File: src/design/dumpPkg.sv
package dumpPkg;

    // Bit timing for a 27 MHz clock at 115200 baud.
    localparam int clocksPerBit = 234;

    // Quiet time on the line after the last stop bit of a dump.
    localparam int holdoffCycles = 4096;

    localparam int bytesPerWord = 4;

    // Wide enough to count up to holdoffCycles - 1.
    localparam int timerWidth = 13;

    localparam logic [2:0] stateIdle = 3'd0;
    localparam logic [2:0] stateStart = 3'd1;
    localparam logic [2:0] stateData = 3'd2;
    localparam logic [2:0] stateStop = 3'd3;
    localparam logic [2:0] stateHoldoff = 3'd4;

    // The dump word seen either whole or as bytes.
    // Byte 3 is the most significant byte and is sent first.
    typedef union packed {
        logic [31:0] word;
        logic [bytesPerWord-1:0][7:0] bytes;
    } dumpWord_t;

endpackage

File: src/design/dumpController.sv
`timescale 1ns/10ps

module dumpController (
    input  logic       clk,
    input  logic       reset,
    input  logic       dumpButton,
    input  logic       bitEnd,
    input  logic       holdoffEnd,
    output logic       timerClear,
    output logic       holdoffPhase,
    output logic       captureWord,
    output logic       loadFrame,
    output logic [1:0] byteIndex,
    output logic       shiftBit,
    output logic       dumpBusy
);
    import dumpPkg::*;

    logic [2:0] state;
    logic [2:0] nextState;
    logic [2:0] bitCount;  // Data bit currently on the line.
    logic [1:0] byteCount; // Byte currently in the frame register.
    logic       pressed;
    logic       lastByte;
    logic       leaving;

    assign pressed = ~dumpButton; // The button is active low.
    assign lastByte = (byteCount == 2'd0);
    assign holdoffPhase = (state == stateHoldoff);
    assign leaving = (state == stateHoldoff) && (nextState == stateIdle);

    always_comb begin
        nextState = state;
        timerClear = 1'b0;
        captureWord = 1'b0;
        loadFrame = 1'b0;
        shiftBit = 1'b0;
        byteIndex = byteCount - 2'd1;
        case (state)
            stateIdle: begin
                // Keep the timer at zero so the first start bit has its full length.
                timerClear = 1'b1;
                byteIndex = 2'(bytesPerWord - 1);
                if (pressed) begin
                    nextState = stateStart;
                    captureWord = 1'b1;
                    loadFrame = 1'b1;
                end
            end
            stateStart: begin
                shiftBit = bitEnd;
                if (bitEnd) begin
                    nextState = stateData;
                end
            end
            stateData: begin
                shiftBit = bitEnd;
                if (bitEnd && bitCount == 3'd7) begin
                    nextState = stateStop;
                end
            end
            stateStop: begin
                if (bitEnd) begin
                    if (lastByte) begin
                        nextState = stateHoldoff;
                        timerClear = 1'b1; // The hold-off count starts here.
                    end else begin
                        nextState = stateStart;
                        loadFrame = 1'b1;
                    end
                end
            end
            stateHoldoff: begin
                // A button still held from the press keeps the port parked here.
                if (holdoffEnd && !pressed) begin
                    nextState = stateIdle;
                end
            end
            default: begin
                nextState = stateIdle;
            end
        endcase
    end

    always_ff @(posedge clk) begin
        if (reset) begin
            state <= stateIdle;
            bitCount <= '0;
            byteCount <= '0;
            dumpBusy <= 1'b0;
        end else begin
            state <= nextState;

            if (state == stateIdle) begin
                byteCount <= 2'(bytesPerWord - 1);
            end else if (state == stateStop && bitEnd && !lastByte) begin
                byteCount <= byteCount - 2'd1;
            end

            if (state == stateStart) begin
                bitCount <= '0;
            end else if (state == stateData && bitEnd) begin
                bitCount <= bitCount + 3'd1;
            end

            // Rises together with the first start bit on the line.
            if (leaving) begin
                dumpBusy <= 1'b0;
            end else if (state != stateIdle) begin
                dumpBusy <= 1'b1;
            end
        end
    end

endmodule

File: src/design/bitTimer.sv
`timescale 1ns/10ps

module bitTimer (
    input  logic clk,
    input  logic reset,
    input  logic timerClear,
    input  logic holdoffPhase,
    output logic bitEnd,
    output logic holdoffEnd
);
    import dumpPkg::*;

    logic [timerWidth-1:0] count;
    logic                  atBitLast;
    logic                  atHoldoffLast;

    assign atBitLast = (count == timerWidth'(clocksPerBit - 1));
    assign atHoldoffLast = (count == timerWidth'(holdoffCycles - 1));

    // Bit periods only matter while frames are being sent.
    assign bitEnd = atBitLast && !holdoffPhase;

    always_ff @(posedge clk) begin
        if (reset || timerClear) begin
            count <= '0;
        end else if (!holdoffPhase) begin
            if (atBitLast) begin
                count <= '0;
            end else begin
                count <= count + 1'b1;
            end
        end else if (!atHoldoffLast) begin
            count <= count + 1'b1; // Stops at the last hold-off cycle.
        end
    end

    // Sticky until the controller clears the timer again.
    always_ff @(posedge clk) begin
        if (reset || timerClear) begin
            holdoffEnd <= 1'b0;
        end else if (holdoffPhase && atHoldoffLast) begin
            holdoffEnd <= 1'b1;
        end
    end

endmodule

File: src/design/frameShifter.sv
`timescale 1ns/10ps

module frameShifter (
    input  logic               clk,
    input  logic               reset,
    input  dumpPkg::dumpWord_t dumpWord,
    input  logic               captureWord,
    input  logic               loadFrame,
    input  logic [1:0]         byteIndex,
    input  logic               shiftBit,
    output logic               uartTx
);
    import dumpPkg::*;

    dumpWord_t  heldWord;
    dumpWord_t  loadSource;
    logic [9:0] frame; // Stop bit, eight data bits, start bit in the low position.

    // The first frame of a dump is built from the live word on the capture edge.
    assign loadSource = captureWord ? dumpWord : heldWord;

    always_ff @(posedge clk) begin
        if (captureWord) begin
            heldWord <= dumpWord;
        end
    end

    always_ff @(posedge clk) begin
        if (reset) begin
            frame <= '1;
        end else if (loadFrame) begin
            frame <= {1'b1, loadSource.bytes[byteIndex], 1'b0};
        end else if (shiftBit) begin
            frame <= {1'b1, frame[9:1]}; // Ones fill in behind, so the line idles high.
        end
    end

    // Registered line output.
    always_ff @(posedge clk) begin
        if (reset) begin
            uartTx <= 1'b1;
        end else begin
            uartTx <= frame[0];
        end
    end

endmodule

File: src/design/uartDump.sv
`timescale 1ns/10ps

module uartDump (
    input  logic               clk,
    input  logic               reset,
    input  logic               dumpButton,
    input  dumpPkg::dumpWord_t dumpWord,
    output logic               uartTx,
    output logic               dumpBusy
);

    logic       timerClear;
    logic       holdoffPhase;
    logic       bitEnd;
    logic       holdoffEnd;
    logic       captureWord;
    logic       loadFrame;
    logic [1:0] byteIndex;
    logic       shiftBit;

    dumpController controller (
        .clk         (clk),
        .reset       (reset),
        .dumpButton  (dumpButton),
        .bitEnd      (bitEnd),
        .holdoffEnd  (holdoffEnd),
        .timerClear  (timerClear),
        .holdoffPhase(holdoffPhase),
        .captureWord (captureWord),
        .loadFrame   (loadFrame),
        .byteIndex   (byteIndex),
        .shiftBit    (shiftBit),
        .dumpBusy    (dumpBusy)
    );

    bitTimer timer (
        .clk         (clk),
        .reset       (reset),
        .timerClear  (timerClear),
        .holdoffPhase(holdoffPhase),
        .bitEnd      (bitEnd),
        .holdoffEnd  (holdoffEnd)
    );

    frameShifter shifter (
        .clk        (clk),
        .reset      (reset),
        .dumpWord   (dumpWord),
        .captureWord(captureWord),
        .loadFrame  (loadFrame),
        .byteIndex  (byteIndex),
        .shiftBit   (shiftBit),
        .uartTx     (uartTx)
    );

endmodule

File: config.mk
export PLATFORM = sky130hd
export DESIGN_NAME = uartDump
export DESIGN_NICKNAME = d
export VERILOG_FILES = /design/src/design/dumpPkg.sv /design/src/design/dumpController.sv /design/src/design/bitTimer.sv /design/src/design/frameShifter.sv /design/src/design/uartDump.sv
export SDC_FILE = /design/constraint.sdc
export NUM_CORES = 1
export LEC_CHECK = 0
export ABC_AREA = 0
export BUFFER_PORTS_ARGS = -buffer_cell sky130_fd_sc_hd__buf_2
export CAP_MARGIN = 20
export CORE_MARGIN = 2
export CORE_UTILIZATION = 50
export DETAILED_ROUTE_END_ITERATION = 16
export PLACE_DENSITY_LB_ADDON = 0.05
export SYNTH_ARGS = -nofsm -noshare
export SYNTH_HDL_FRONTEND = slang
export SYNTH_SLANG_ARGS = --single-unit
File: constraint.sdc
create_clock -name clk -period 1.9 [get_ports clk]
set_input_delay 0.095 -clock clk [delete_from_list [all_inputs] [get_ports clk]]
set_output_delay 0.095 -clock clk [all_outputs]
set_load 0.1 [all_outputs]
==> metrics, run 1 <==
pre-CTS WS -0.1202 ns; reg-to-reg startpoint controller.state[1]; Hold Crit Depth 2; post-synth top area share 44.24%; failing checks hold timing, setup timing; P_leak 1.863 nW; worst hold path type primary input to flip-flop; CTS sink count 65; full die area 6512 um^2; Clk Latency, worst-skew pair 0.36 ns; Synth Flop Type dfxtp_1; initial antenna violation count 0; total CTS buffers 9; GRT Total Usage 26.52%; Period minus WS final 1.997 ns; CTS Root Cell clkbuf_8; largest net degree at the start of global routing 21; layout cells sized above 1 42.69%; Max clock buf depth 2; initial drt markers 160; relative slew slack 67.33%; Slew @ Worst Pin 0.4934 ns; Fin Clk Skew 0.01567 ns; Area growth syn-to-layout 48.45%; PwrDens 811.7 nW/um^2; Yosys top cell by area dfxtp_1; max-cap check violation count 0; FF+latch count, synth 65; CTS tree yes; Min-Delay Startpoint dumpWord[2]; DRC viols 0; Initial Util 52.45%; drt total wl 8808 um; Placer Congestion 0.8697; arrival time worst endpoint 2.25 ns; Die Ht 80.70 um; Worst R2R Path Depth 7; count leader, synth dfxtp_1; outcome finished, violations left; Pins Over Slew Limit 0; R2R Setup Slk -0.1 ns; drt first pass iters 4; R2R Path End shifter.frame[6]; first-pass GRT wire length 12,740 um; critical path class flip-flop to flip-flop; vias in the first global route 2,624; post-DP HPWL 4723 um; endpoints failing setup 7; gr ovfl total 0; Mapped Nets 336; vias per inst 5.509; Worst EP required 2.16 ns; clk slew on worst S/H paths 0.08 ns; peak supply drop 634.0 uV; # diodes 0; Wirelength per Cell 18.01 um; antenna-violating nets left 0; Syn Std Cell Area 2942 um^2; Ports 37; Setup WS post-layout -0.09744 ns; number of flops mapped to enable cells by yosys 0; Synth area leaders dfxtp_1, mux2_2, nor2_1; Core ar. 5608 um^2; Die Wd 80.70 um; Via Count 2,694; fill count 379; RSZ-0062 raised after global routing yes; Setup TNS Final -0.3573 ns; sequential share of the synthesized area 44.24%; Final nets 452; f_max 500.6 MHz; # rows 27; Yosys cell types 50; CP endpoint kind flip-flop; commonest cells in the netlist dfxtp_1, mux2_2, nor2_1, nand2_1, nor3_1; Hold Vio Cnt, Final 1; hold_ws -0.0004361 ns; Ys Warns 0; Final period util 105.1%; worst-path fanout max 8; asr flop ratio synth 0%; syn avg cell area 9.938 um^2; H-Tree Depth 3; startpoint types flip-flop; Cells after Synth 296; Hold Path End shifter.heldWord[2]; IO Port Bufs 36
[layout make-up]
cell class              count  area (um^2)  share of cell area [%]
clock buffers               9        123.9                   2.837
flip-flops and latches     65         1309                   29.97
well taps                  72        90.09                   2.063
repair buffers            119        923.4                   21.15
clock inverters             7        78.83                   1.805
inverters                   4        15.01                  0.3438
multi-input cells         213         1827                   41.83
[how the worst max path moves through the flow]
stage | from | end | slack (ns)
2_1_floorplan | timer.count[11] | shifter.frame[2] | -0.03
6_report | controller.state[1] | shifter.frame[6] | -0.1
5_1_grt | controller.state[1] | shifter.frame[6] | -0.15
3_5_place_dp | controller.state[1] | shifter.frame[4] | -0.12
4_1_cts | timer.count[11] | shifter.frame[4] | -0.08
3_3_place_gp | controller.state[1] | timer.count[9] | -0.10
[registers in the layout, indices dropped and copies added (netlist names)]
signal / flops
controller.state: 3
controller.byteCount: 2
shifter.uartTx: 1
controller.bitCount: 3
timer.count: 13
controller.dumpBusy: 1
timer.holdoffEnd: 1
shifter.frame: 9
shifter.heldWord: 32
[layout by cell type (no fill, tap or decap), types with 9 or more instances in the layout]
cell type	count
a21oi_1	13
nor2_1	28
nor3_1	10
buf_2	36
buf_4	47
xnor2_1	9
mux2_4	22
nand2_1	17
nor4_1	9
dlygate4sd3_1	29
dfxtp_1	61
clkbuf_8	9
mux2_2	16
[per-layer routing]
layer	GRT usage, %	routed length, um	vias to the layer above
met1	32.40	3854	1274
met2	45.17	4280	75
met4	13.56	319	0
met5	0	0	-
met3	4.157	354	26
li1	-	-	1319
[critical path, stage by stage (launching register included)]
cell	delay [ns]
dfxtp_2	0.34
nor4_4	0.27
buf_6	0.15
buf_12	0.13
mux2_4	0.34
o32ai_4	0.34
nor4_2	0.10
a211o_1	0.23
[kinds of logic (layout without fill, tap and decap cells)]
kind of cell,after synthesis,after routing,synth area share (%)
xor+xnor,11,11,3.275
fa+ha+maj,5,5,2.127
flops,65,65,44.24
buf+inv,19,139,2.680
mux,44,44,16.59
simple gates,113,113,21.74
compound gates,39,40,9.358
[power breakdown]
group | internal (mW) | leakage (nW) | switching [mW] | total [mW]
logic | 0.380 | 1.22 | 0.349 | 0.729
clock network | 0.619 | 0.104 | 0.620 | 1.24
registers | 1.51 | 0.542 | 0.0684 | 1.58
[repair_timing]
item,4_1_cts,5_1_grt
cloned,1,1
endpoints found under the hold margin,29,0
pin swaps,3,20
resized for setup,26,29
setup buffers,5,3
hold buffers,29,0
setup endpoints to repair,12,17
[metrics by stage]
| step | power [mW] | util (%) | cells | instance area, um^2 |
|---|---|---|---|---|
| floorplan | 1.933 | - | 296 | 2978 |
| global placement | 2.089 | 63.01 | 435 | 3533 |
| detailed placement | 2.103 | 63.01 | 435 | 3533 |
| CTS | 3.430 | 75.30 | 486 | 4223 |
| global route | 3.647 | 77.87 | 489 | 4367 |
| finish | 3.544 | 77.87 | 489 | 4367 |
Note: power is estimated with default switching activity, not from simulation.
==> inputs of run 2 (changes only) <==
--- a/config.mk
+++ b/config.mk
@@ -11,7 +11,7 @@
 export CORE_MARGIN = 2
 export CORE_UTILIZATION = 50
 export DETAILED_ROUTE_END_ITERATION = 16
-export PLACE_DENSITY_LB_ADDON = 0.05
+export PLACE_DENSITY = 0.82
 export SYNTH_ARGS = -nofsm -noshare
 export SYNTH_HDL_FRONTEND = slang
 export SYNTH_SLANG_ARGS = --single-unit
==> run 2 against run 1 <==
The flow finishes with violations (setup timing). Count of clock-buffer cells in the layout grew 1. Global-route usage grew 3.5 points. Largest cell class unchanged. Largest power group unchanged. First-iteration DRC count grew 110%. Via count grew 15%.
==> metrics, run 2 (same netlist as run 1, synthesis figures left out) <==
Largest Register shifter.heldWord; peak supply drop 724.3 uV; H-Tree Depth 3; worst-path fanout max 5; worst-path cell chain nor4_4 > buf_4 > buf_12 > mux2_4 > o32ai_2 > nor4_1 > a211o_1; worst hold path type primary input to flip-flop; Worst EP required 2.15 ns; CTS Root Cell clkbuf_8; IO Port Bufs 36; top cell family by delay on the critical path compound AO/OA/AOI/OAI gates; Top Usage Layer GRT met2; initial drt markers 339; Core ar. 5608 um^2; Clk Latency, worst-skew pair 0.36 ns; grt met1 use 32.94%; P_leak 1.831 nW; CTS sink count 65; Slew @ Worst Pin 0.4949 ns; Pins Over Slew Limit 0; GRT Total Usage 30.07%; Top Registers shifter.heldWord x32, timer.count x13, shifter.frame x9; # rows 27; # diodes 0; met2 Track Usage GR 49.75%; total CTS buffers 9; largest net degree at the start of global routing 21; drt first pass iters 5; clk slew on worst S/H paths 0.08 ns; post-DP HPWL 4722 um; first-pass GRT wire length 14,560 um; Final nets 445; drt total wl 10,890 um; Final period util 113.3%; f_max 464.5 MHz; crit-path max cell delay 0.37 ns; critical path class flip-flop to flip-flop; gr ovfl total 0; pre-CTS WS -0.08654 ns; antenna-violating nets left 0; Wirelength per Cell 22.58 um; Setup WS post-layout -0.2530 ns; full die area 6512 um^2; Final Util 79.16%; CTS tree yes; Via Count 3,086; initial antenna violation count 0; Ports 37; Buf+Inv Stages, Crit Path 2; startpoint types flip-flop; endpoints failing setup 12; CP endpoint kind flip-flop; Fin Clk Skew 0.01546 ns; max-cap check violation count 0; arrival time worst endpoint 2.40 ns; Initial Util 52.45%; Die Ht 80.70 um; max reg flops 32; commonest non-fill, non-tap cell in the layout dfxtp_1; PwrDens 818.3 nW/um^2; vias per inst 6.402; Die Wd 80.70 um; met3 Use GR 10.34%; vias in the first global route 2,946; layout cells sized above 1 45.37%; Period minus WS final 2.153 ns; crit path max-delay cell type dfxtp_4; Max clock buf depth 2; Placer Congestion 0.8353; Area growth syn-to-layout 50.91%; RSZ-0062 raised after global routing yes; most frequent cells in the layout dfxtp_1, buf_4, buf_2; Hold Vio Cnt, Final 0; failing checks setup timing; outcome finished, violations left; DRC viols 0; relative slew slack 67.01%
run 2: cell count changes in the layout (fill, tap and decap cells not counted), moves of 3 or more:
cell	change
mux2_4	-6
buf_4	-9
dlygate4sd3_1	-3
mux2_2	+6
run 2: routing by layer:
metal | up-vias | part of all wire (%)
met2 | 240 | 49
met4 | 0 | 6.6
met5 | - | 0
met3 | 84 | 8.0
li1 | 1311 | -
met1 | 1451 | 37
run 2: area by class of cell:
cell class | instances | area, um^2
inverters | 4 | 15.01
clock inverters | 6 | 67.56
clock buffers | 10 | 137.6
flip-flops and latches | 65 | 1310
well taps | 72 | 90.09
multi-input cells | 213 | 1898
fillers | 297 | 1169
repair buffers | 112 | 920.9
run 2: metrics by stage:
| stage | cells | TNS (ns) | hold WS (ns) | total power, mW | instance area [um^2] |
|---|---|---|---|---|---|
| after detailed placement | 427 | -0.4674 | 0.3234 | 2.092 | 3486 |
| after global placement | 427 | -0.2932 | 0.3219 | 2.068 | 3486 |
| after global routing | 482 | -2.883 | -0.002153 | 3.732 | 4439 |
| final | 482 | -1.418 | 0.006826 | 3.633 | 4439 |
| after CTS | 474 | -0.6111 | 0.002119 | 3.417 | 4149 |
| after floorplan | 296 | -0.1968 | 0.2117 | 1.933 | 2978 |
run 2: final timing paths:
check | depth (start not counted) | startpoint | slack, ns | to
setup / recovery | 7 | controller.state[0] | -0.25 | shifter.frame[4]
hold / removal | 2 | dumpWord[27] | 0.007 | shifter.heldWord[27]
setup reg to reg | 7 | controller.state[0] | -0.25 | shifter.frame[4]
hold reg to reg | 2 | shifter.heldWord[24] | 0.48 | shifter.heldWord[24]
run 2: what timing repair did:
item                                    CTS  global route
hold buffers                             24             2
gates cloned                              3             1
endpoints found under the setup margin    7            30
pin swaps                                16            19
endpoints found under the hold margin    24             2
buffers inserted                          4             7
resized for setup                        23            45
run 2: report_power, final:
group	total [mW]	switching, mW	internal [mW]
registers	1.59	0.0798	1.51
logic	0.780	0.389	0.391
clock network	1.26	0.620	0.644
